$ cat src/design/hyb_cache_pkg.sv
/* Shared sizes, lookup key layout and fully-associative set hash
   for the two-mode 4-way cache memory */
`default_nettype none

package hyb_cache_pkg;

  ////////////////////////////////////////////////////////////
  // Geometry
  ////////////////////////////////////////////////////////////

  localparam int unsigned NUM_WAYS       = 4;
  localparam int unsigned WAY_IDX_W      = $clog2(NUM_WAYS);
  localparam int unsigned NUM_SETS       = 64;
  localparam int unsigned SET_W          = $clog2(NUM_SETS);
  localparam int unsigned SA_TAG_W       = 20;
  // Key is set index on top of the tag
  localparam int unsigned KEY_W          = SET_W + SA_TAG_W;

  localparam int unsigned WORD_W         = 32;
  localparam int unsigned WORDS_PER_LINE = 4;
  localparam int unsigned LINE_W         = WORDS_PER_LINE * WORD_W;
  localparam int unsigned OFF_W          = $clog2(WORDS_PER_LINE);

  // Reserved data region for fully-associative lines
  localparam int unsigned FA_BASE_SET    = 48;
  localparam int unsigned FA_SET_COUNT   = 16;
  localparam int unsigned FA_SET_W       = $clog2(FA_SET_COUNT);

  localparam logic [KEY_W-1:0] HASH_SEED = 26'h2A5F0C3;

  ////////////////////////////////////////////////////////////
  // Lookup key, seen per mode
  ////////////////////////////////////////////////////////////

  typedef union packed {
    // Set-associative split
    struct packed {
      logic [SET_W-1:0]    set;
      logic [SA_TAG_W-1:0] tag;
    } sa;
    // Whole key is the associative tag
    logic [KEY_W-1:0] fa;
  } hyb_key_u;

  // Hash a full key into the reserved region
  function automatic logic [SET_W-1:0] hyb_fa_set(input logic [KEY_W-1:0] key);
    logic [KEY_W-1:0] mix;
    mix = key ^ HASH_SEED ^ (key >> 2);
    return SET_W'(FA_BASE_SET) + SET_W'(mix[FA_SET_W-1:0]);
  endfunction

endpackage

`default_nettype wire

$ cat src/design/hyb_flush_ctrl.sv
/* Flush walker, steps one set per cycle over the region of the current mode
   and pulses an acknowledge after the last set */
`default_nettype none

module hyb_flush_ctrl (
  input  wire logic                              clk_i,
  input  wire logic                              rst_ni,
  input  wire logic                              set_assoc_mode_i,
  input  wire logic                              flush_i,
  output logic                                   flushing_o,
  output logic                                   flush_start_o,
  output logic      [hyb_cache_pkg::SET_W-1:0]   flush_set_o,
  output logic                                   flush_ack_o
);

  logic [hyb_cache_pkg::SET_W-1:0] start_set;
  logic [hyb_cache_pkg::SET_W-1:0] end_set;

  // Whole array, or the reserved region only
  assign start_set = set_assoc_mode_i ? '0 : hyb_cache_pkg::SET_W'(hyb_cache_pkg::FA_BASE_SET);
  assign end_set   = set_assoc_mode_i ?
                     hyb_cache_pkg::SET_W'(hyb_cache_pkg::NUM_SETS - 1) :
                     hyb_cache_pkg::SET_W'(hyb_cache_pkg::FA_BASE_SET +
                                           hyb_cache_pkg::FA_SET_COUNT - 1);

  always_ff @(posedge clk_i or negedge rst_ni) begin
    if (!rst_ni) begin
      flushing_o    <= 1'b0;
      flush_start_o <= 1'b0;
      flush_set_o   <= '0;
      flush_ack_o   <= 1'b0;
    end else begin
      // Single cycle pulses by default
      flush_start_o <= 1'b0;
      flush_ack_o   <= 1'b0;
      if (flushing_o) begin
        flush_set_o <= flush_set_o + 1'b1;
        // Last set cleared on this edge
        if (flush_set_o == end_set) begin
          flushing_o  <= 1'b0;
          flush_ack_o <= 1'b1;
        end
      end else if (flush_i) begin
        flushing_o    <= 1'b1;
        flush_start_o <= 1'b1;
        flush_set_o   <= start_set;
      end
    end
  end

  // Acknowledge only follows a completed walk
  a_ack_not_flushing: assert property (
    @(posedge clk_i) disable iff (!rst_ni) flush_ack_o |-> !flushing_o
  );

endmodule

`default_nettype wire

$ cat config.mk
export PLATFORM = sky130hd
export DESIGN_NAME = hyb_flush_ctrl
export DESIGN_NICKNAME = d
export VERILOG_FILES = /design/src/design/hyb_cache_pkg.sv /design/src/design/hyb_flush_ctrl.sv
export SDC_FILE = /design/constraint.sdc
export NUM_CORES = 1
export LEC_CHECK = 0
export BUFFER_PORTS_ARGS = -buffer_cell sky130_fd_sc_hd__buf_4
export CORE_AREA = 8 8 45 47
export CTS_CLUSTER_SIZE = 40
export DETAILED_ROUTE_END_ITERATION = 12
export DIE_AREA = 0 0 53 55
export GPL_TIMING_DRIVEN = 1
export PLACE_DENSITY = 0.55
export SETUP_SLACK_MARGIN = 0.5
export SYNTH_ARGS = -nofsm -noshare
export SYNTH_HDL_FRONTEND = slang
export SYNTH_SLANG_ARGS = --single-unit
$ cat constraint.sdc
create_clock -name clk_i -period 1.4 [get_ports clk_i]
set_input_delay 0 -clock clk_i [delete_from_list [all_inputs] [get_ports clk_i]]
set_output_delay 0 -clock clk_i [all_outputs]
set_load 0.005 [all_outputs]
# Word-level counts from Yosys, hierarchy flattened
# Index checks and enable logic that the tools add are counted.
# classes
n_addsub	1
eq_ne	1
mux	9
n_reduce_logical	1
# op_table
operator	n
$mux 6	3
$add 6x1->6 const B	1
$eq 6x6->1 const B	1
$mux 1	6
$reduce_bool 2->1	1
# word_totals
reg_bits	9
input_bits	4
output_inout_bits	9
wordCells	16

# Logic depth before layout (Yosys ltp)
# Gate-level depths: netlist of run 1.
# logic_depth
word_depth	3
ltp_mapped	4
mapped_depth_nobuf	4

# Least setup slack after synthesis of run 1
# Ideal clock, no wire load.
# synth_timing
kind	reg-to-reg
from	register flush_set_o[0] (netlist bit)
to	register flush_set_o[4] (netlist bit)
arrival_ns	1.055
path_slack_ns	0.207
stages_incl_launch_ff	5
synth_period_minus_slack_ns	1.193
path_cell_list	dfrtp_1 -> ha_1 -> nand3_1 -> a222oi_1 -> o21ai_0
# synth_between
elab_chain_cells	2
# synth_lines
item	line_no	source
from (decl)	hyb_flush_ctrl.sv:12	output logic [hyb_cache_pkg::SET_W-1:0] flush_set_o,
from (signal assigned)	hyb_flush_ctrl.sv:37	flush_set_o <= flush_set_o + 1'b1;
from (signal assigned)	hyb_flush_ctrl.sv:46	flush_set_o <= start_set;
$add 6x1->6	hyb_flush_ctrl.sv:37	
$mux 6	hyb_flush_ctrl.sv:36	if (flushing_o) begin
# No other way between the ends.
# A chain may end at the register's enable or synchronous reset.

# Worst setup path after layout of run 1
# layout_timing
from	register flush_set_o[4] (netlist bit)
to	register flush_set_o[5] (netlist bit)
# Same word-level chain as after synthesis.

==> flow_summary_export.csv, run 1 <==
group,metric,value,unit
placement,dpl_cell_area,566,um^2
routing,via_per_inst,4.89,
power_and_ir_drop,irDropWorstVdd,0.964,mV
synth,ys_types,22,
finish,layout.nets,74,
routing,firstDrtPassIters,5,
floorplanning,pin_count,13,
power_and_ir_drop,clkPwrFrac,13.7,%
synth,yosys_warnings,0,
floorplanning,die_w,53,um
routing,vias,411,
timing,clock_skew,0.000460,ns
timing,hold_violations,0,
finish,n_antenna_cell,0,
finish,regArea,228,um^2
critical_path,endpoint_kind,"flop",
grt,antenna_found_initial,0,
finish,num-fill-cells,130,
grt,grt_first_pass_wirelength,1920,um
synth,seq_area_frac_synth,52.8,%
power_and_ir_drop,p_sw_share,34.7,%
worst_hold_path,hp-class,"input port to flop",
timing,fin_crit_sh,81.0,%
critical_path,crit_type,"flop to flop",
timing,drv_slew,0,
floorplanning,rows,14,
power_and_ir_drop,p_comb_share,53.2,%
power_and_ir_drop,internal-power,985,uW
routing,dr.first_iter.drc_count,14,
critical_path,arrival,1.30,ns
timing,max_slew.worst_pin.slew,0.251,ns
synth,yosysTopAreaCell,"dfrtp_1",
finish,multi_input_area,229,um^2
clocking,cts-htree-levels,1,
synth,synth.avg_cell_area,10.4,um^2
routing,routed_wl,1120,um
power_and_ir_drop,power_frac_seq,33.1,%
synth,synth_area_leaders,"dfrtp_1 53%, o21ai_0 4.7%, nand2b_1 4.4%",
floorplanning,dieArea,0.00292,mm^2
clocking,cts-root-buf,"clkbuf_4",
clocking,cts.sinks,9,
timing,layout_min_cycle_time,1.13,ns
finish,layout-drive-gt1-share,47.1,%
finish,layout_commonest_cell,"buf_4",
job,maxCapViolCount,0,
power_and_ir_drop,power_density,2110,mW/mm^2
synth,synth_area,427,um^2
routing,avgRoutedWirePerCell,13.4,um
power_and_ir_drop,switching_power,524,uW
floorplanning,initial_utilization,30.8,%
critical_path,crit_required,1.57,ns
finish,design_area,714,um^2
timing,slew_headroom,83.3,%
routing,ant_nets,0,
critical_path,cp-start-kind,"flop",
synth,ys_ff_latch,9,
finish,final_cell_mix,"16 x buf_4, 7 x dfrtp_1, 6 x buf_6",
grt,grt_pass1_vias,447,
clocking,numCtsBuffers,3,
floorplanning,die_height,55,um
timing,max_freq,881,MHz
grt,grt_max_degree,10,
grt,grt_usage,8.80,%
finish,syn2layout_area_growth,67.4,%
timing,grt_setup_unrepaired,"yes",
clocking,cts_tree,"done",
grt,grt-ovfl-total,0,
floorplanning,core,0.00138,mm^2
synth,yosys.area.top_type_share,52.8,%
critical_path,worstPathMaxFanout,6,
power_and_ir_drop,p_leak,0.000332,uW
clocking,clk_path_buf_depth,2,
timing,finalSetupViolCount,0,
placement,globalplace.congestion,0.664,
routing,drc_errors,0,
synth,synth_nets,46,
clocking,clock_latency,0.26,ns
placement,port-buffer-count,12,
run_status,status,"complete, no violations",
clocking,clk_pin_slew,0.07,ns
timing,setup_tns,0,ns
synth,syn_inst,41,
## area by class of cell
type	instances	share of cell area [%]
tap	16	2.80
inverter	1	0.525
sequential	9	31.9
multi-input combinational	30	32.0
clock buffer	4	3.68
timing repair buffer	24	29.1
## sequential cells by signal, summed over array words and instances, names as in the netlist
signal         cells
flush_start_o      1
flush_ack_o        1
flush_set_o        6
flushing_o         1
## stage by stage
step / total power, uW / util, % / cells / hold slack [ns] / setup WS [ns]
after CTS: 1420 / 48.8 / 83 / 0.00773 / 0.269
after global routing: 1650 / 51.6 / 84 / 0.0156 / 0.197
final: 1510 / 51.6 / 84 / 0.000167 / 0.265
after floorplan: 804 / - / 41 / -0.296 / 0.264
after global placement: 1030 / 40.9 / 70 / -0.167 / 0.253
after detailed placement: 1050 / 40.9 / 70 / -0.168 / 0.239
## cell families after synthesis
kind of cell	count (synthesis)	share of synthesized area, %
AOI/OAI and AO/OA	8	12.0
xor gates and xnor gates	2	4.11
adders and majority gates	1	2.93
buffers and inverters	2	2.05
DFF	9	52.8
muxes	1	2.35
and+or+nand+nor	18	23.8
## path summary, 6_finish.rpt
kind,start,end,slack (ns),depth (start not counted)
setup / recovery,flush_set_o[4],flush_set_o[5],0.27,3
hold reg to reg,flush_set_o[0],flush_set_o[0],0.63,2
min in group asynchronous,rst_ni,flush_ack_o,0.10,2
hold / removal,flush_i,flush_set_o[1],0.0002,2
setup reg to reg,flush_set_o[4],flush_set_o[5],0.27,3
max in group asynchronous,rst_ni,flush_set_o[0],1.16,2
## cell usage after synthesis (all sizes together)
master	instances
xor2	1
nand2	3
and2	1
mux2i	1
nor2	3
or3	1
nor3b	1
inv	1
o21ai	4
buf	1
nor2b	2
a222oi	1
nand3	3
xnor2	1
a31oi	1
a21o	1
or2b	1
dfrtp	9
ha	1
a211oi	1
nand2b	3
## power by group through the flow
stage / combinational, uW / sequential, uW / clock (uW)
global route: 905 / 513 / 229
CTS: 720 / 486 / 212
floorplan: 296 / 508 / 0
detailed placement: 532 / 520 / 0
global placement: 515 / 518 / 0
finish: 803 / 500 / 206
## critical path, stage by stage, from the launching register on
cell,delay [ns]
dfrtp_1,0.43
nand2_1,0.09
or3_1,0.35
a31oi_1,0.17
## layer usage
layer,up-vias,GRT usage [%],share of wire (%)
met5,-,0,0
met4,0,0,0
met3,0,5.35,9.3
met2,15,16.6,51
met1,200,8.51,39
li1,196,-,-
## timing repair
item | 4_1_cts | 5_1_grt
endpoints found under the hold margin | 10 | 0
hold buffers | 2 | 0
setup buffers | 7 | 1
pin swaps | 4 | 3
resized for setup | 3 | 9
setup endpoints to repair | 7 | 14
Note: power is estimated with default switching activity, not from simulation.
==> run 2, diff against run 1 <==
==> constraint.sdc (replaced) <==
create_clock -name clk_i -period 1.1 [get_ports clk_i]
set_input_delay 0 -clock clk_i [delete_from_list [all_inputs] [get_ports clk_i]]
set_output_delay 0 -clock clk_i [all_outputs]
set_load 0.005 [all_outputs]
==> flow_summary_export.csv, run 2 (same netlist as run 1, synthesis figures left out) <==
group,metric,value,unit
run_status,status,"complete, but fails checks",
run_status,violations,"hold timing, setup timing",
finish,utilization,57.1,%
critical_path,regToRegSetupSlack,-0.12,ns
timing,slew_headroom,78.6,%
grt,grt-ovfl-total,0,
finish,syn2layout_area_growth,85.0,%
grt,grt_pass1_vias,440,
critical_path,worstReg2RegEnd,"flush_set_o[4]",
routing,avgRoutedWirePerCell,13.4,um
critical_path,path_depth,4,
clocking,clock_latency,0.26,ns
grt,grt_first_pass_wirelength,1810,um
critical_path,endpoint_kind,"flop",
clocking,cts.sinks,9,
critical_path,crit_required,1.23,ns
clocking,cts-root-buf,"clkbuf_4",
worst_hold_path,hp-class,"input port to flop",
power_and_ir_drop,irDropWorstVdd,1.44,mV
grt,grt_max_degree,10,
timing,fin_crit_sh,111,%
timing,layout_min_cycle_time,1.22,ns
floorplanning,core,0.00138,mm^2
clocking,numCtsBuffers,3,
finish,design_area,790,um^2
timing,max_slew.worst_pin.slew,0.322,ns
placement,port-buffer-count,12,
grt,antenna_found_initial,0,
critical_path,crit-reg2reg-launch,"flush_set_o[1]",
critical_path,crit_chain,"ha_4, nand3_4, a222oi_1, o21ai_1",
power_and_ir_drop,power_density,2690,mW/mm^2
clocking,clk_pin_slew,0.06,ns
routing,dr.first_iter.drc_count,3,
critical_path,arrival,1.35,ns
timing,grt_setup_unrepaired,"yes",
routing,firstDrtPassIters,4,
timing,clock_skew,0.00415,ns
floorplanning,rows,14,
timing,drv_slew,0,
finish,largest_reg_flops,6,
routing,routed_wl,1180,um
critical_path,worst-path-buf-inv,0,
placement,place_inst,76,
finish,regMostFlops,"flush_set_o",
timing,whs,-0.0103,ns
finish,layout_commonest_cell,"buf_6",
placement,globalplace.congestion,0.668,
timing,setup_tns,-0.128,ns
floorplanning,die_w,53,um
routing,ant_nets,0,
placement,dpl_worst_slack,-0.0612,ns
critical_path,worstPathMaxFanout,3,
floorplanning,pin_count,13,
timing,max_freq,820,MHz
clocking,clk_path_buf_depth,2,
critical_path,cpMaxStageDelayCell,"dfrtp_2",
critical_path,cp-start-kind,"flop",
critical_path,crit_type,"flop to flop",
finish,layout.nets,78,
critical_path,cp_slowest_stage_delay,0.41,ns
timing,setup_slack,-0.119,ns
worst_hold_path,min_from,"flush_i",
timing,hold_violations,2,
worst_hold_path,hold-path-endpoint,"flush_set_o[2]",
floorplanning,initial_utilization,30.8,%
finish,layout-drive-gt1-share,55.6,%
finish,n_antenna_cell,0,
finish,final_cells,88,
grt,grt_usage,8.59,%
timing,finalSetupViolCount,2,
worst_hold_path,whs_path_depth,2,
clocking,cts-htree-levels,1,
routing,via_per_inst,4.80,
critical_path,crit_family,"compound AO/OA/AOI/OAI gates",
routing,vias,422,
routing,drc_errors,0,
floorplanning,die_height,55,um
clocking,postCtsHoldBufs,1,
finish,final_cell_mix,"16 x buf_6, 11 x buf_4, 6 x dfrtp_1",
power_and_ir_drop,p_leak,0.000361,uW
clocking,cts_tree,"done",
placement,dpl_cell_area,611,um^2
critical_path,r2r_cells,4,
floorplanning,dieArea,0.00292,mm^2
job,maxCapViolCount,0,
## run 2: cell count changes in the layout (fill, tap and decap cells not counted), sizes merged
| cell | before | now |
|---|---|---|
| dlygate4sd3 | 2 | 1 |
| buf | 22 | 27 |
## run 2: how the worst max path moves through the flow
stage	startpoint	endpoint	slack, ns
2_1_floorplan	flush_set_o[1]	flush_set_o[4]	-0.04
3_3_place_gp	flush_set_o[1]	flush_set_o[4]	-0.01
3_5_place_dp	flush_set_o[1]	flush_set_o[4]	-0.06
4_1_cts	flush_set_o[1]	flush_set_o[4]	-0.07
5_1_grt	flush_set_o[1]	flush_set_o[4]	-0.19
6_report	flush_set_o[1]	flush_set_o[4]	-0.12
## run 2: area by class of cell
type | instances | area [um^2]
Inverter | 1 | 3.75
Multi-Input combinational cell | 30 | 238
Sequential cell | 9 | 229
Fill cell | 119 | 594
Tap cell | 16 | 20.0
Timing Repair Buffer | 28 | 273
Clock buffer | 4 | 26.3
## run 2: per-stage QoR
stage / hold slack [ns] / power (uW)
after floorplan: -0.296 / 1030
after global placement: -0.167 / 1460
after detailed placement: -0.166 / 1470
after CTS: -0.0179 / 1940
after global routing: -0.0106 / 2300
final: -0.0103 / 2120
## run 2: repair_timing
| item | CTS | global route |
|---|---|---|
| gates resized for setup | 12 | 12 |
| endpoints found under the setup margin | 18 | 18 |
| pin swaps | 0 | 5 |
| hold endpoints to repair | 11 | 1 |
| setup buffers | 4 | 3 |
## run 2: power breakdown
group	switching (uW)	internal (uW)	total, uW
clock	113	140	252
sequential	181	476	657
combinational	413	799	1210
## run 2: routing by layer
metal | GRT usage (%) | vias up | part of all wire (%)
met5 | 0 | - | 0
met4 | 3.88 | 0 | 0.68
met3 | 5.61 | 2 | 8.3
met2 | 13.9 | 11 | 53
met1 | 8.53 | 205 | 38
li1 | - | 204 | -
## run 2: worst reg2reg max path, stage by stage (launching register included)
cell	delay, ns
dfrtp_2	0.41
ha_4	0.16
nand3_4	0.07
a222oi_1	0.32
o21ai_1	0.12
