### src/design/hyb_cache_pkg.sv
/* Shared sizes, lookup key layout and fully-associative set hash
   for the two-mode 4-way cache memory */
`default_nettype none

package hyb_cache_pkg;

  ////////////////////////////////////////////////////////////
  // Geometry
  ////////////////////////////////////////////////////////////

  localparam int unsigned NUM_WAYS       = 4;
  localparam int unsigned WAY_IDX_W      = $clog2(NUM_WAYS);
  localparam int unsigned NUM_SETS       = 64;
  localparam int unsigned SET_W          = $clog2(NUM_SETS);
  localparam int unsigned SA_TAG_W       = 20;
  // Key is set index on top of the tag
  localparam int unsigned KEY_W          = SET_W + SA_TAG_W;

  localparam int unsigned WORD_W         = 32;
  localparam int unsigned WORDS_PER_LINE = 4;
  localparam int unsigned LINE_W         = WORDS_PER_LINE * WORD_W;
  localparam int unsigned OFF_W          = $clog2(WORDS_PER_LINE);

  // Reserved data region for fully-associative lines
  localparam int unsigned FA_BASE_SET    = 48;
  localparam int unsigned FA_SET_COUNT   = 16;
  localparam int unsigned FA_SET_W       = $clog2(FA_SET_COUNT);

  localparam logic [KEY_W-1:0] HASH_SEED = 26'h2A5F0C3;

  ////////////////////////////////////////////////////////////
  // Lookup key, seen per mode
  ////////////////////////////////////////////////////////////

  typedef union packed {
    // Set-associative split
    struct packed {
      logic [SET_W-1:0]    set;
      logic [SA_TAG_W-1:0] tag;
    } sa;
    // Whole key is the associative tag
    logic [KEY_W-1:0] fa;
  } hyb_key_u;

  // Hash a full key into the reserved region
  function automatic logic [SET_W-1:0] hyb_fa_set(input logic [KEY_W-1:0] key);
    logic [KEY_W-1:0] mix;
    mix = key ^ HASH_SEED ^ (key >> 2);
    return SET_W'(FA_BASE_SET) + SET_W'(mix[FA_SET_W-1:0]);
  endfunction

endpackage

`default_nettype wire

### src/design/hyb_victim_select.sv
/* Victim way choice, lowest invalid way first,
   otherwise a round-robin pointer advanced by accepted line writes */
`default_nettype none

module hyb_victim_select (
  input  wire logic                                 clk_i,
  input  wire logic                                 rst_ni,
  input  wire logic [hyb_cache_pkg::NUM_WAYS-1:0]   vld_bits_i,
  input  wire logic                                 cl_accept_i,
  output logic      [hyb_cache_pkg::NUM_WAYS-1:0]   victim_oh_o
);

  logic [hyb_cache_pkg::WAY_IDX_W-1:0] rr_ptr_q;

  // Wraps naturally at the way count
  always_ff @(posedge clk_i or negedge rst_ni) begin
    if (!rst_ni) begin
      rr_ptr_q <= '0;
    end else if (cl_accept_i) begin
      rr_ptr_q <= rr_ptr_q + 1'b1;
    end
  end

  always_comb begin
    victim_oh_o = '0;
    if (&vld_bits_i) begin
      // All ways taken
      victim_oh_o[rr_ptr_q] = 1'b1;
    end else begin
      // Scan down so the lowest free way is the last one kept
      for (int w = hyb_cache_pkg::NUM_WAYS - 1; w >= 0; w--) begin
        if (!vld_bits_i[w]) begin
          victim_oh_o    = '0;
          victim_oh_o[w] = 1'b1;
        end
      end
    end
  end

  // Exactly one way is offered for refill at all times
  a_victim_onehot: assert property (
    @(posedge clk_i) disable iff (!rst_ni) $onehot(victim_oh_o)
  );

endmodule

`default_nettype wire

### config.mk
export PLATFORM = sky130hd
export DESIGN_NAME = hyb_victim_select
export DESIGN_NICKNAME = d
export VERILOG_FILES = /design/src/design/hyb_cache_pkg.sv /design/src/design/hyb_victim_select.sv
export SDC_FILE = /design/constraint.sdc
export NUM_CORES = 1
export LEC_CHECK = 0
export BUFFER_PORTS_ARGS = -buffer_cell sky130_fd_sc_hd__buf_4
export CAP_MARGIN = 20
export CELL_PAD_IN_SITES_DETAIL_PLACEMENT = 1
export CELL_PAD_IN_SITES_GLOBAL_PLACEMENT = 1
export CORE_AREA = 2 2 39 41
export CTS_CLUSTER_DIAMETER = 50
export DETAILED_ROUTE_END_ITERATION = 10
export DIE_AREA = 0 0 41 43
export PLACE_DENSITY_LB_ADDON = 0.1
export SLEW_MARGIN = 20
export SYNTH_ARGS = -nofsm -noshare
export SYNTH_HDL_FRONTEND = slang
export SYNTH_SLANG_ARGS = --single-unit
### constraint.sdc
create_clock -name clk_i -period 1.5 [get_ports clk_i]
set_input_delay 0.3 -clock clk_i [delete_from_list [all_inputs] [get_ports clk_i]]
set_output_delay 0.3 -clock clk_i [all_outputs]
set_load 0.1 [all_outputs]
After elaboration in Yosys (flattened, before gate mapping)
Cells that the tools add are included.
Word-level totals
  bits in registers: 2
  word-level logic and storage cells: 13
  input port bits: 7
  output and inout port bits: 4
Operators by class
  add/sub/neg operators: 1
  magnitude comparators: 2
  multiplexer cells: 7
  reductions and logical operators: 2
Operators by type and width (number)
  $mux W4: 5
  $reduce_and A4 Y1: 1
  $lt A2 B3 Y1 const B: 1
  $add A2 B1 Y2 const B: 1
  $demux W1 S2: 1
  $ge A2 B1 Y1 const B: 1
  $logic_and A1 B1 Y1: 1
  $mux W1: 1

Depth between registers and ports, before layout
Gate-level depths: netlist (run 1).
  depth after elaboration: 5
  depth in mapped cells: 4
  depth with buffers taken out: 4

Worst setup path after synthesis (run 1)
Ideal clock, no wire load.
  path type: register to output
  start: register rr_ptr_q[0] (netlist name)
  end: output victim_oh_o[2] (netlist name)
  arrival time: 2.142 ns
  slack: -0.942 ns
  data required time: 1.200 ns
  buffers on the path: 0
  cell stages (with the launch flop): 5
  path through: dfrtp_1 > inv_1 > ha_1 > nand2_1 > a21oi_1
Between the ends
  longest elaborated chain between the ends: 5
  elaborated cells between the ends (all ways): 6
  classes of those cells: order compare (2); mux (3); reduce/logical (1)
Ends and longest elaborated chain
  from (decl): RTL line hyb_victim_select.sv:13  | logic [hyb_cache_pkg::WAY_IDX_W-1:0] rr_ptr_q;
  from (signal assigned): RTL line hyb_victim_select.sv:20  | rr_ptr_q <= rr_ptr_q + 1'b1;
  $lt A2 B3 Y1 (implied by the code) / $ge A2 B1 Y1 (equally long branches): RTL line hyb_victim_select.sv:28  | victim_oh_o[rr_ptr_q] = 1'b1;
  $logic_and A1 B1 Y1 (implied by the code): RTL line hyb_victim_select.sv:28
  $mux W1 (implied by the code): RTL line hyb_victim_select.sv:28
  $demux W1 S2 *: RTL line hyb_victim_select.sv:28
  $mux W4 *: RTL line hyb_victim_select.sv:26  | if (&vld_bits_i) begin
  to (decl): RTL line hyb_victim_select.sv:10  | output logic [hyb_cache_pkg::NUM_WAYS-1:0] victim_oh_o
Every way passes the cells marked *; elsewhere a longest branch is shown, timed or not.

Worst setup path in the final report (run 1)
Same ends and word-level chain as after synthesis.

==> summary.md, run 1 <==
| Metric | Value |
|---|---|
| Status | `finished with violations` |
| Failing checks | `negative setup slack` |
| TritonCTS clock tree | `done` |
| H-tree lvl count | `1` |
| PwrDens | `1380 mW/mm2` |
| XOR/XNOR Fraction of Synth Area | `5.04%` |
| Register area | `51.3 um2` |
| Num CTS Buffers | `3` |
| 1st-iter DRT viols | `0` |
| Synth Area in Simple Gates | `18.0%` |
| Period utilisation layout | `105%` |
| Final Cell Area | `464 um2` |
| CTS Buffer Depth | `2` |
| Largest net degree at the start of global routing | `5` |
| Post-route DRC | `0` |
| Post-Place Cell Area | `318 um2` |
| Drt pass-1 iters | `1` |
| Final wirelength | `543 um` |
| Post-DRT Antenna Nets | `0` |
| Largest family of logic cells by synthesized area | `adder cells` |
| DR WL/cell | `9.87 um` |
| Min Tclk post-route | `1570 ps` |
| Critical path peak fanout | `4` |
| FP Rows | `14` |
| I/O Buffers | `10` |
| Top cells by area, synth | `dfrtp_1, ha_1, nand2_1` |
| CTS root buffer | `clkbuf_4` |
| Top flop regs | `rr_ptr_q (2)` |
| CP required | `1200 ps` |
| RSZ-0062 raised after global routing | `yes` |
| Gr ovfl total | `0` |
| Synthesized area | `174 um2` |
| Max reg flops | `2` |
| Layout fillers | `155` |
| Clk_skew | `1.79 ps` |
| Slew Limit Headroom | `90.2%` |
| Final Power | `0.000639 W` |
| CORE AREA | `0.00138 mm2` |
| Final net count | `52` |
| Number of synthesized register bits | `2` |
| YS warnings | `0` |
| Setup ws final | `-72.6 ps` |
| Max-slew violations | `0` |
| Synth cell types | `10` |
| GRT Total Usage | `7.72%` |
| Reg with most FFs | `rr_ptr_q` |
| Type of element capturing the critical path | `output port` |
| Setup Viol. Count Final | `3` |
| LEAKAGE | `0.204 nW` |
| Mux contribution to synthesized area | `0%` |
| Die Ht | `43 um` |
| Worst-path clk slew | `30 ps` |
| Hold Vio Cnt, Final | `0` |
| Sequential fraction of the synthesis area | `28.8%` |
| Fraction of layout cells with a size suffix above 1 | `71.8%` |
| Area growth, synth to finish | `167%` |
| Vias in the first global route | `237` |
| Starting Density | `12.6%` |
| Worst hold path class | `in -> reg` |
| Synth area leader | `dfrtp_1` |
| Global-route wire length before repair | `855 um` |
| Worst slew pin tran | `145 ps` |
| Highest Clock Rate | `0.636 GHz` |
| Post-synth top area share | `28.8%` |
| Sink Count | `2` |
| Die area | `0.00176 mm2` |
| Routed vias | `215` |
| Net Count, Synth | `32` |
| Via-per-instance ratio | `3.91` |
| Multi-input gate area | `194 um2` |
| Mapped Cells | `21` |
| Fraction of the mapped netlist area in adder cells | `28.8%` |
| Most common cell after layout, fill and taps aside | `buf_4` |
| Post-DP HPWL | `393 um` |
| Commonest non-fill, non-tap cells in the layout | `buf_4, buf_12, clkbuf_4` |
| Max VDD drop | `808 uV` |
| Final Wtd Congestion | `0.550` |
| N_diodes | `0` |
| Max-cap violations | `0` |
| WP data arrival | `1270 ps` |
| Initial antenna violation count | `0` |
| Crit start category | `register` |
| Synth Area in Compound Gates | `12.9%` |
| Avg Inst Size Synth | `8.28 um2` |
| Clk_lat worst skew | `220 ps` |
| CP Class | `reg -> out` |
| Die W | `41 um` |
| Boundary Pins | `11` |
## worst paths after layout
kind	startpoint	endpoint	slack (ps)	cells after the start
worst max-delay path	rr_ptr_q[0]$_DFFE_PN0P_	victim_oh_o[2]	-70	5
worst min-delay path	cl_accept_i	rr_ptr_q[0]$_DFFE_PN0P_	270	2
worst max register to register	rr_ptr_q[0]$_DFFE_PN0P_	rr_ptr_q[1]$_DFFE_PN0P_	480	4
worst min register to register	rr_ptr_q[1]$_DFFE_PN0P_	rr_ptr_q[1]$_DFFE_PN0P_	720	3
max in group asynchronous	rst_ni	rr_ptr_q[0]$_DFFE_PN0P_	1000	2
min in group asynchronous	rst_ni	rr_ptr_q[1]$_DFFE_PN0P_	400	2
## logic make-up (layout without fill, tap and decap cells)
| family | count (synthesis) | after routing |
|---|---|---|
| simple gates | 7 | 7 |
| fa+ha+maj | 4 | 4 |
| compound gates | 4 | 4 |
| buf+inv | 3 | 21 |
| flops | 2 | 2 |
| xor+xnor | 1 | 1 |
## synthesized netlist by cell type
cell	n
a21boi_1	1
a21oi_1	2
dfrtp_1	2
ha_1	4
inv_1	3
nand2_1	4
nand3_1	2
nand4_1	1
o21ai_0	1
xor2_1	1
## where the power goes
| group | internal (W) | switching, W |
|---|---|---|
| clock network | 0.0000882 | 0.0000299 |
| logic | 0.000191 | 0.000207 |
| registers | 0.0000850 | 0.0000383 |
| total | 0.000364 | 0.000275 |
## final cells by class
type / count / area share [%]
inverter: 3 / 2.43
multi-input combinational: 16 / 41.8
timing repair buffer: 15 / 35.6
clock buffer: 3 / 4.85
sequential: 2 / 11.1
tap: 16 / 4.31
## timing repair
action                                 4_1_cts  5_1_grt
setup endpoints to repair                    4        4
endpoints found under the hold margin        2        0
gates resized for setup                     17        4
pin swaps                                    5        4
hold buffers                                 1        0
setup buffers                                2        1
## critical path: stages, from the launching register on
cell     delay, ps
dfrtp_2        430
inv_2           90
ha_4           130
nand2_4         50
a21oi_4        160
buf_12         180
## metrics by stage
| stage | hold slack (ps) | instances | setup WS, ps | utilization, % | TNS [ps] |
|---|---|---|---|---|---|
| global route | 274 | 55 | -118 | 33.5 | -396 |
| finish | 271 | 55 | -72.6 | 33.5 | -177 |
| floorplan | 4.41 | 21 | -68.1 | - | -135 |
| global placement | 82.5 | 48 | 15.0 | 23.0 | 0 |
| detailed placement | 82.7 | 48 | 18.4 | 23.0 | 0 |
| CTS | 265 | 54 | -101 | 31.2 | -256 |
## metal layers
metal  vias to the layer above  share of wire, %  global-route usage (%)
met2                         5                62                    12.8
met5                         -                 0                       0
met3                         0               4.4                    3.14
met4                         0                 0                    6.00
li1                        106                 -                       -
met1                       104                33                    6.71
No activity file was read; power rests on OpenSTA's default activity.
==> inputs of run 2 (changes only) <==
--- a/config.mk
+++ b/config.mk
@@ -16,2 +16,3 @@
 export PLACE_DENSITY_LB_ADDON = 0.1
+export SETUP_SLACK_MARGIN = 0.05
 export SLEW_MARGIN = 20
--- a/constraint.sdc
+++ b/constraint.sdc
@@ -3,2 +3,2 @@
 set_output_delay 0.3 -clock clk_i [all_outputs]
-set_load 0.1 [all_outputs]
+set_load 0.02 [all_outputs]
==> run 2 against run 1 <==
The run still ends with negative setup slack left. Flip-flop and latch count did not move. Clock skew increased by 1.4 ps. Core utilization is 6.9 points lower. Clock-buffer cell count unchanged. Routed wire length increased by 5.7%. Combinational power is 32% lower. Register-to-register slack improved by 30 ps. Highest routed layer unchanged.
==> summary.md, run 2 (synthesis results as in run 1) <==
| Metric | Value |
|---|---|
| TritonCTS clock tree | `done` |
| CTS Buffer Depth | `2 (unchanged)` |
| Crit-path slowest cell | `dfrtp_2` |
| Worst stage delay on the critical path | `420 ps (about the same)` |
| Max-cap violations | `0 (unchanged)` |
| LEAKAGE | `0.171 nW (-16%)` |
| Top flop regs | `rr_ptr_q (2)` |
| Gr ovfl total | `0 (unchanged)` |
| Setup TNS | `-1.73 ps (+176 ps)` |
| 1st-iter DRT viols | `0 (unchanged)` |
| H-tree lvl count | `1 (unchanged)` |
| Post-Place Cell Area | `269 um2 (-15%)` |
| Initial antenna violation count | `0 (unchanged)` |
| Reg with most FFs | `rr_ptr_q` |
| N_diodes | `0 (unchanged)` |
| Slew Limit Headroom | `91.3% (+1.0 points)` |
| Setup ws final | `-1.73 ps (+70.8 ps)` |
| Post-DRT Antenna Nets | `0 (unchanged)` |
| Num CTS Buffers | `3 (unchanged)` |
| CP required | `1200 ps (about the same)` |
| I/O Buffers | `10 (unchanged)` |
| Vias in the first global route | `210 (-11%)` |
| Final wirelength | `574 um (+5.7%)` |
| CTS root buffer | `clkbuf_4` |
| Die Ht | `43 um (unchanged)` |
| Die area | `0.00176 mm2 (unchanged)` |
| GRT Total Usage | `8.43% (+0.71 points)` |
| Highest Clock Rate | `0.666 GHz (+4.7%)` |
| Area growth, synth to finish | `112%` |
| Clk_lat worst skew | `220 ps (about the same)` |
| Starting Density | `12.6% (unchanged)` |
| Max reg flops | `2 (unchanged)` |
| Critical-path cell list | `inv_2 -> ha_4 -> nand2_2 -> a21oi_2 -> buf_4` |
| Max VDD drop | `530 uV (-34%)` |
| Crit start category | `register` |
| Largest net degree at the start of global routing | `5 (unchanged)` |
| Drt pass-1 iters | `1 (unchanged)` |
| Reg2Reg Setup Slack | `510 ps (+30 ps)` |
| Critical path peak fanout | `4 (unchanged)` |
| RSZ-0062 raised after global routing | `yes` |
| Die W | `41 um (unchanged)` |
| FP Rows | `14 (unchanged)` |
| Worst hold path class | `in -> reg` |
| Final Wtd Congestion | `0.618 (+12%)` |
| Worst slew pin tran | `129 ps (-15.5 ps)` |
| WP data arrival | `1200 ps (-70 ps)` |
| Commonest non-fill, non-tap cells in the layout | `buf_4, nand2_1, clkbuf_4` |
| CORE AREA | `0.00138 mm2 (unchanged)` |
| Final Cell Area | `369 um2 (-20%)` |
| CP Class | `reg -> out` |
| Max-slew violations | `0 (unchanged)` |
| Post-route DRC | `0 (unchanged)` |
| Status | `finished with violations` |
| Period utilisation layout | `100% (-4.7 points)` |
| Min Tclk post-route | `1500 ps (-70.8 ps)` |
| Sink Count | `2 (unchanged)` |
| Final net count | `51 (-1.9%)` |
| DR WL/cell | `10.6 um (+7.7%)` |
| Failing checks | `negative setup slack` |
| Most common cell after layout, fill and taps aside | `buf_4` |
| Via-per-instance ratio | `3.78 (-3.4%)` |
| Hold Vio Cnt, Final | `0 (unchanged)` |
| Type of element capturing the critical path | `output port` |
| PwrDens | `1410 mW/mm2 (+2.5%)` |
| Global-route wire length before repair | `917 um (+7.3%)` |
| Clk_skew | `3.19 ps (+1.40 ps)` |
| Worst-path clk slew | `30 ps (about the same)` |
| Fraction of layout cells with a size suffix above 1 | `65.8% (-6.0 points)` |
| Boundary Pins | `11 (unchanged)` |
| Routed vias | `204 (-5.1%)` |
| Setup Viol. Count Final | `1 (-2)` |
[run 2: path summary, 6_finish.rpt]
check,depth (start not counted),to,start
max,5,victim_oh_o[2],rr_ptr_q[0]$_DFFE_PN0P_
min,2,rr_ptr_q[0]$_DFFE_PN0P_,cl_accept_i
max reg2reg,4,rr_ptr_q[1]$_DFFE_PN0P_,rr_ptr_q[1]$_DFFE_PN0P_
min reg2reg,2,rr_ptr_q[0]$_DFFE_PN0P_,rr_ptr_q[0]$_DFFE_PN0P_
max in group asynchronous,2,rr_ptr_q[1]$_DFFE_PN0P_,rst_ni
min in group asynchronous,2,rr_ptr_q[0]$_DFFE_PN0P_,rst_ni
[run 2: report_power, final]
group / total, W / switching [W] / leakage (nW) / internal [W]
Clock: 0.000118 / 0.0000295 / 0.0138 / 0.0000882
Sequential: 0.000131 / 0.0000438 / 0.0217 / 0.0000877
Combinational: 0.000271 / 0.000130 / 0.135 / 0.000141
Total: 0.000521 / 0.000204 / 0.171 / 0.000317
[run 2: through the flow]
stage	setup slack [ps]	power, W	std cells	hold WS (ps)	util [%]
after floorplan	178	0.000202	21	4.41	-
after global placement	168	0.000268	47	82.2	19.4
after detailed placement	175	0.000267	47	85.3	19.4
after CTS	5.75	0.000469	53	260	24.8
after global routing	-76.0	0.000575	54	250	26.7
final	-1.73	0.000521	54	269	26.7
[run 2: final cells by class]
cell class	instances	area [um2]
inverters	3	13.8
multi-input cells	16	149
well taps	16	20.0
flip-flops and latches	2	52.6
repair buffers	14	111
clock buffers	3	22.5
fillers	163	1010
[run 2: metal layers]
| layer | GRT usage (%) | up-vias | part of all wire (%) |
|---|---|---|---|
| li1 | - | 103 | - |
| met2 | 13.1 | 5 | 56 |
| met3 | 3.14 | 0 | 5.2 |
| met5 | 0 | - | 0 |
| met1 | 7.69 | 96 | 39 |
| met4 | 8.00 | 0 | 0 |
[run 2: critical path, delay by kind of cell (launching register included)]
family / cells / cell delay (ps)
compound gates: 1 / 140
fa+ha+maj: 1 / 130
buf+inv: 2 / 240
flops: 1 / 420
simple gates: 1 / 50
[run 2: timing repair]
item	in CTS	in global routing
pin swaps	5	3
cloned	0	0
resized for setup	8	5
setup buffers	2	1
hold endpoints to repair	2	0
setup endpoints to repair	4	4
hold buffers	1	0
==> inputs of run 3 (changes only) <==
- PLACE_DENSITY: default -> 0.5
- PLACE_DENSITY_LB_ADDON: 0.1 -> default
==> run 3 against run 2 <==
The flow now finishes without violations. Die area unchanged. Sequential share of layout area decreased by 1.7 points. Sequential power decreased by 9.9%. Register-to-register slack about the same. Critical endpoint is now victim_oh_o[1]. Highest routed layer unchanged.
==> summary.md, run 3 (synthesis results as in run 1) <==
| Metric | Value |
|---|---|
| Die W | `41 um (unchanged)` |
| Worst hold path class | `in -> reg` |
| Final net count | `54 (+5.9%)` |
| Post-route DRC | `0 (unchanged)` |
| Pre-CTS setup slack | `154 ps (-20.6 ps)` |
| Die area | `0.00176 mm2 (unchanged)` |
| Reg2Reg Depth | `4 (unchanged)` |
| Largest net degree at the start of global routing | `5 (unchanged)` |
| Layout fillers | `165 (+1.2%)` |
| I/O Buffers | `10 (unchanged)` |
| FP Rows | `14 (unchanged)` |
| Drt pass-1 iters | `1 (unchanged)` |
| DR WL/cell | `10.2 um (-4.3%)` |
| Final wirelength | `580 um (+1.0%)` |
| Period utilisation layout | `99.1% (-1.1 points)` |
| Starting Density | `12.6% (unchanged)` |
| Gr ovfl total | `0 (unchanged)` |
| PwrDens | `1470 mW/mm2 (+4.3%)` |
| Fraction of layout cells with a size suffix above 1 | `73.2% (+7.4 points)` |
| CTS Buffer Depth | `2 (unchanged)` |
| RSZ-0062 raised after global routing | `yes` |
| Final Wtd Congestion | `0.573 (-7.3%)` |
| Crit-path slowest cell | `dfrtp_2` |
| TritonCTS clock tree | `done` |
| Global-route wire length before repair | `1.02 mm (+11%)` |
| Setup Viol. Count Final | `0 (-1)` |
| Sink Count | `2 (unchanged)` |
| Reg with most FFs | `rr_ptr_q` |
| Worst stage delay on the critical path | `420 ps (about the same)` |
| Hold depth | `2 (unchanged)` |
| CTS root buffer | `clkbuf_4` |
| CP dominant cell by count | `buf_4` |
| Min Tclk post-route | `1490 ps (-15.8 ps)` |
| Boundary Pins | `11 (unchanged)` |
| Reg2Reg Setup Slack | `520 ps (about the same)` |
| Num CTS Buffers | `3 (unchanged)` |
| Clk_lat worst skew | `220 ps (about the same)` |
| CP Class | `reg -> out` |
| 1st-iter DRT viols | `0 (unchanged)` |
| Worst-path clk slew | `30 ps (about the same)` |
| Critical path peak fanout | `4 (unchanged)` |
| N_diodes | `0 (unchanged)` |
| Finished Core Util | `29.7% (+3.0 points)` |
| Status | `finished clean` |
| Via-per-instance ratio | `3.81 (+0.77%)` |
| Area growth, synth to finish | `136%` |
| Critical R2R Capture | `rr_ptr_q[1]$_DFFE_PN0P_` |
| Type of element capturing the critical path | `output port` |
| Highest Clock Rate | `0.673 GHz (+1.1%)` |
| Initial antenna violation count | `0 (unchanged)` |
| Max-cap violations | `0 (unchanged)` |
| Final cell count without fillers | `57 (+5.6%)` |
| Final Power | `0.000603 W (+16%)` |
| Commonest non-fill, non-tap cells in the layout | `buf_4, nand2_1, ha_4, clkbuf_4, a21oi_2` |
| Critical-path cell list | `buf_4 -> ha_4 -> nand3_2 -> a21boi_2 -> buf_4` |
| Vias in the first global route | `258 (+23%)` |
| Top flop regs | `rr_ptr_q (2)` |
| Setup ws final | `14.1 ps (+15.8 ps)` |
| H-tree lvl count | `1 (unchanged)` |
| LEAKAGE | `0.187 nW (+9.3%)` |
| Most common cell after layout, fill and taps aside | `buf_4` |
| Max-slew violations | `0 (unchanged)` |
| Worst Path Buf+Inv | `2 (unchanged)` |
| Worst Hold Endpoint | `rr_ptr_q[0]$_DFFE_PN0P_` |
| R2R Path Start | `rr_ptr_q[1]$_DFFE_PN0P_` |
| Worst slew pin tran | `183 ps (+53.9 ps)` |
| Clk_skew | `3.45 ps (+0.262 ps)` |
| Max reg flops | `2 (unchanged)` |
| Post-DP HPWL | `380 um` |
| GRT Total Usage | `8.84% (+0.42 points)` |
| WP data arrival | `1190 ps (about the same)` |
| CORE AREA | `0.00138 mm2 (unchanged)` |
| Setup TNS | `0 ps (+1.73 ps)` |
| Worst hold start | `cl_accept_i` |
| Crit start category | `register` |
| Routed vias | `217 (+6.4%)` |
| Max VDD drop | `635 uV (+20%)` |
| Slew Limit Headroom | `87.6% (-3.6 points)` |
| Post-DRT Antenna Nets | `0 (unchanged)` |
| CP required | `1200 ps (about the same)` |
| Family with the most delay on the worst path | `flip-flops` |
| Die Ht | `43 um (unchanged)` |
| Hold Vio Cnt, Final | `0 (unchanged)` |
| Placed Cells | `47 (unchanged)` |
-- run 3: cell types whose count changed in the layout (fill, tap and decap cells not counted) --
cell,change
a21oi_2,+1
dfrtp_2,-1
ha_4,+1
buf_4,+3
a21oi_1,-1
a21boi_1,-1
ha_1,-1
dfrtp_1,+1
a21boi_2,+1
-- run 3: worst max path at each step --
stage,from,end,slack [ps],cells past startpoint
finish,rr_ptr_q[0]$_DFFE_PN0P_,victim_oh_o[1],10,5
global placement,rr_ptr_q[1]$_DFFE_PN0P_,victim_oh_o[1],220,5
global route,rr_ptr_q[1]$_DFFE_PN0P_,victim_oh_o[1],-70,5
CTS,rr_ptr_q[1]$_DFFE_PN0P_,victim_oh_o[0],5,5
floorplan,rr_ptr_q[1]$_DFFE_PN0P_,victim_oh_o[1],180,4
detailed placement,rr_ptr_q[1]$_DFFE_PN0P_,victim_oh_o[1],150,5
-- run 3: report_power, final --
| group | switching [W] | internal [W] | leakage [nW] |
|---|---|---|---|
| combinational | 0.000167 | 0.000204 | 0.150 |
| sequential | 0.0000334 | 0.0000851 | 0.0228 |
| clock | 0.0000261 | 0.0000879 | 0.0138 |
| total | 0.000227 | 0.000377 | 0.187 |
-- run 3: per-layer routing --
| layer | wire (um) | vias to the layer above | track usage [%] |
|---|---|---|---|
| met1 | 215 | 95 | 7.74 |
| met5 | 0 | - | 0 |
| li1 | - | 111 | - |
| met4 | 0 | 0 | 4.00 |
| met3 | 42 | 0 | 4.71 |
| met2 | 323 | 11 | 15.3 |
-- run 3: area by class of cell --
class                      count  area [um2]  area share (%)
clock buffer                   3        22.5            5.49
inverter                       3        13.8            3.35
multi-input combinational     16         169            41.2
sequential                     2        51.3            12.5
tap                           16        20.0            4.88
timing repair buffer          17         134            32.6
-- run 3: timing repair --
item                                   in CTS  in global routing
hold buffers                                1                  0
setup buffers                               5                  1
endpoints found under the hold margin       2                  0
gates resized for setup                    12                  4
setup endpoints to repair                   3                  4
pin swaps                                   6                  1
-- run 3: worst reg2reg max path, cell delays in order (launching register included) --
cell	delay [ps]
dfrtp_1	370
inv_2	80
buf_4	130
buf_4	120
o21ai_0	180
-- run 3: stage by stage --
stage | hold WS (ps) | cell area, um2
floorplan | 4.41 | 174
global placement | 81.8 | 269
detailed placement | 84.1 | 269
CTS | 275 | 383
global route | 285 | 410
finish | 285 | 410
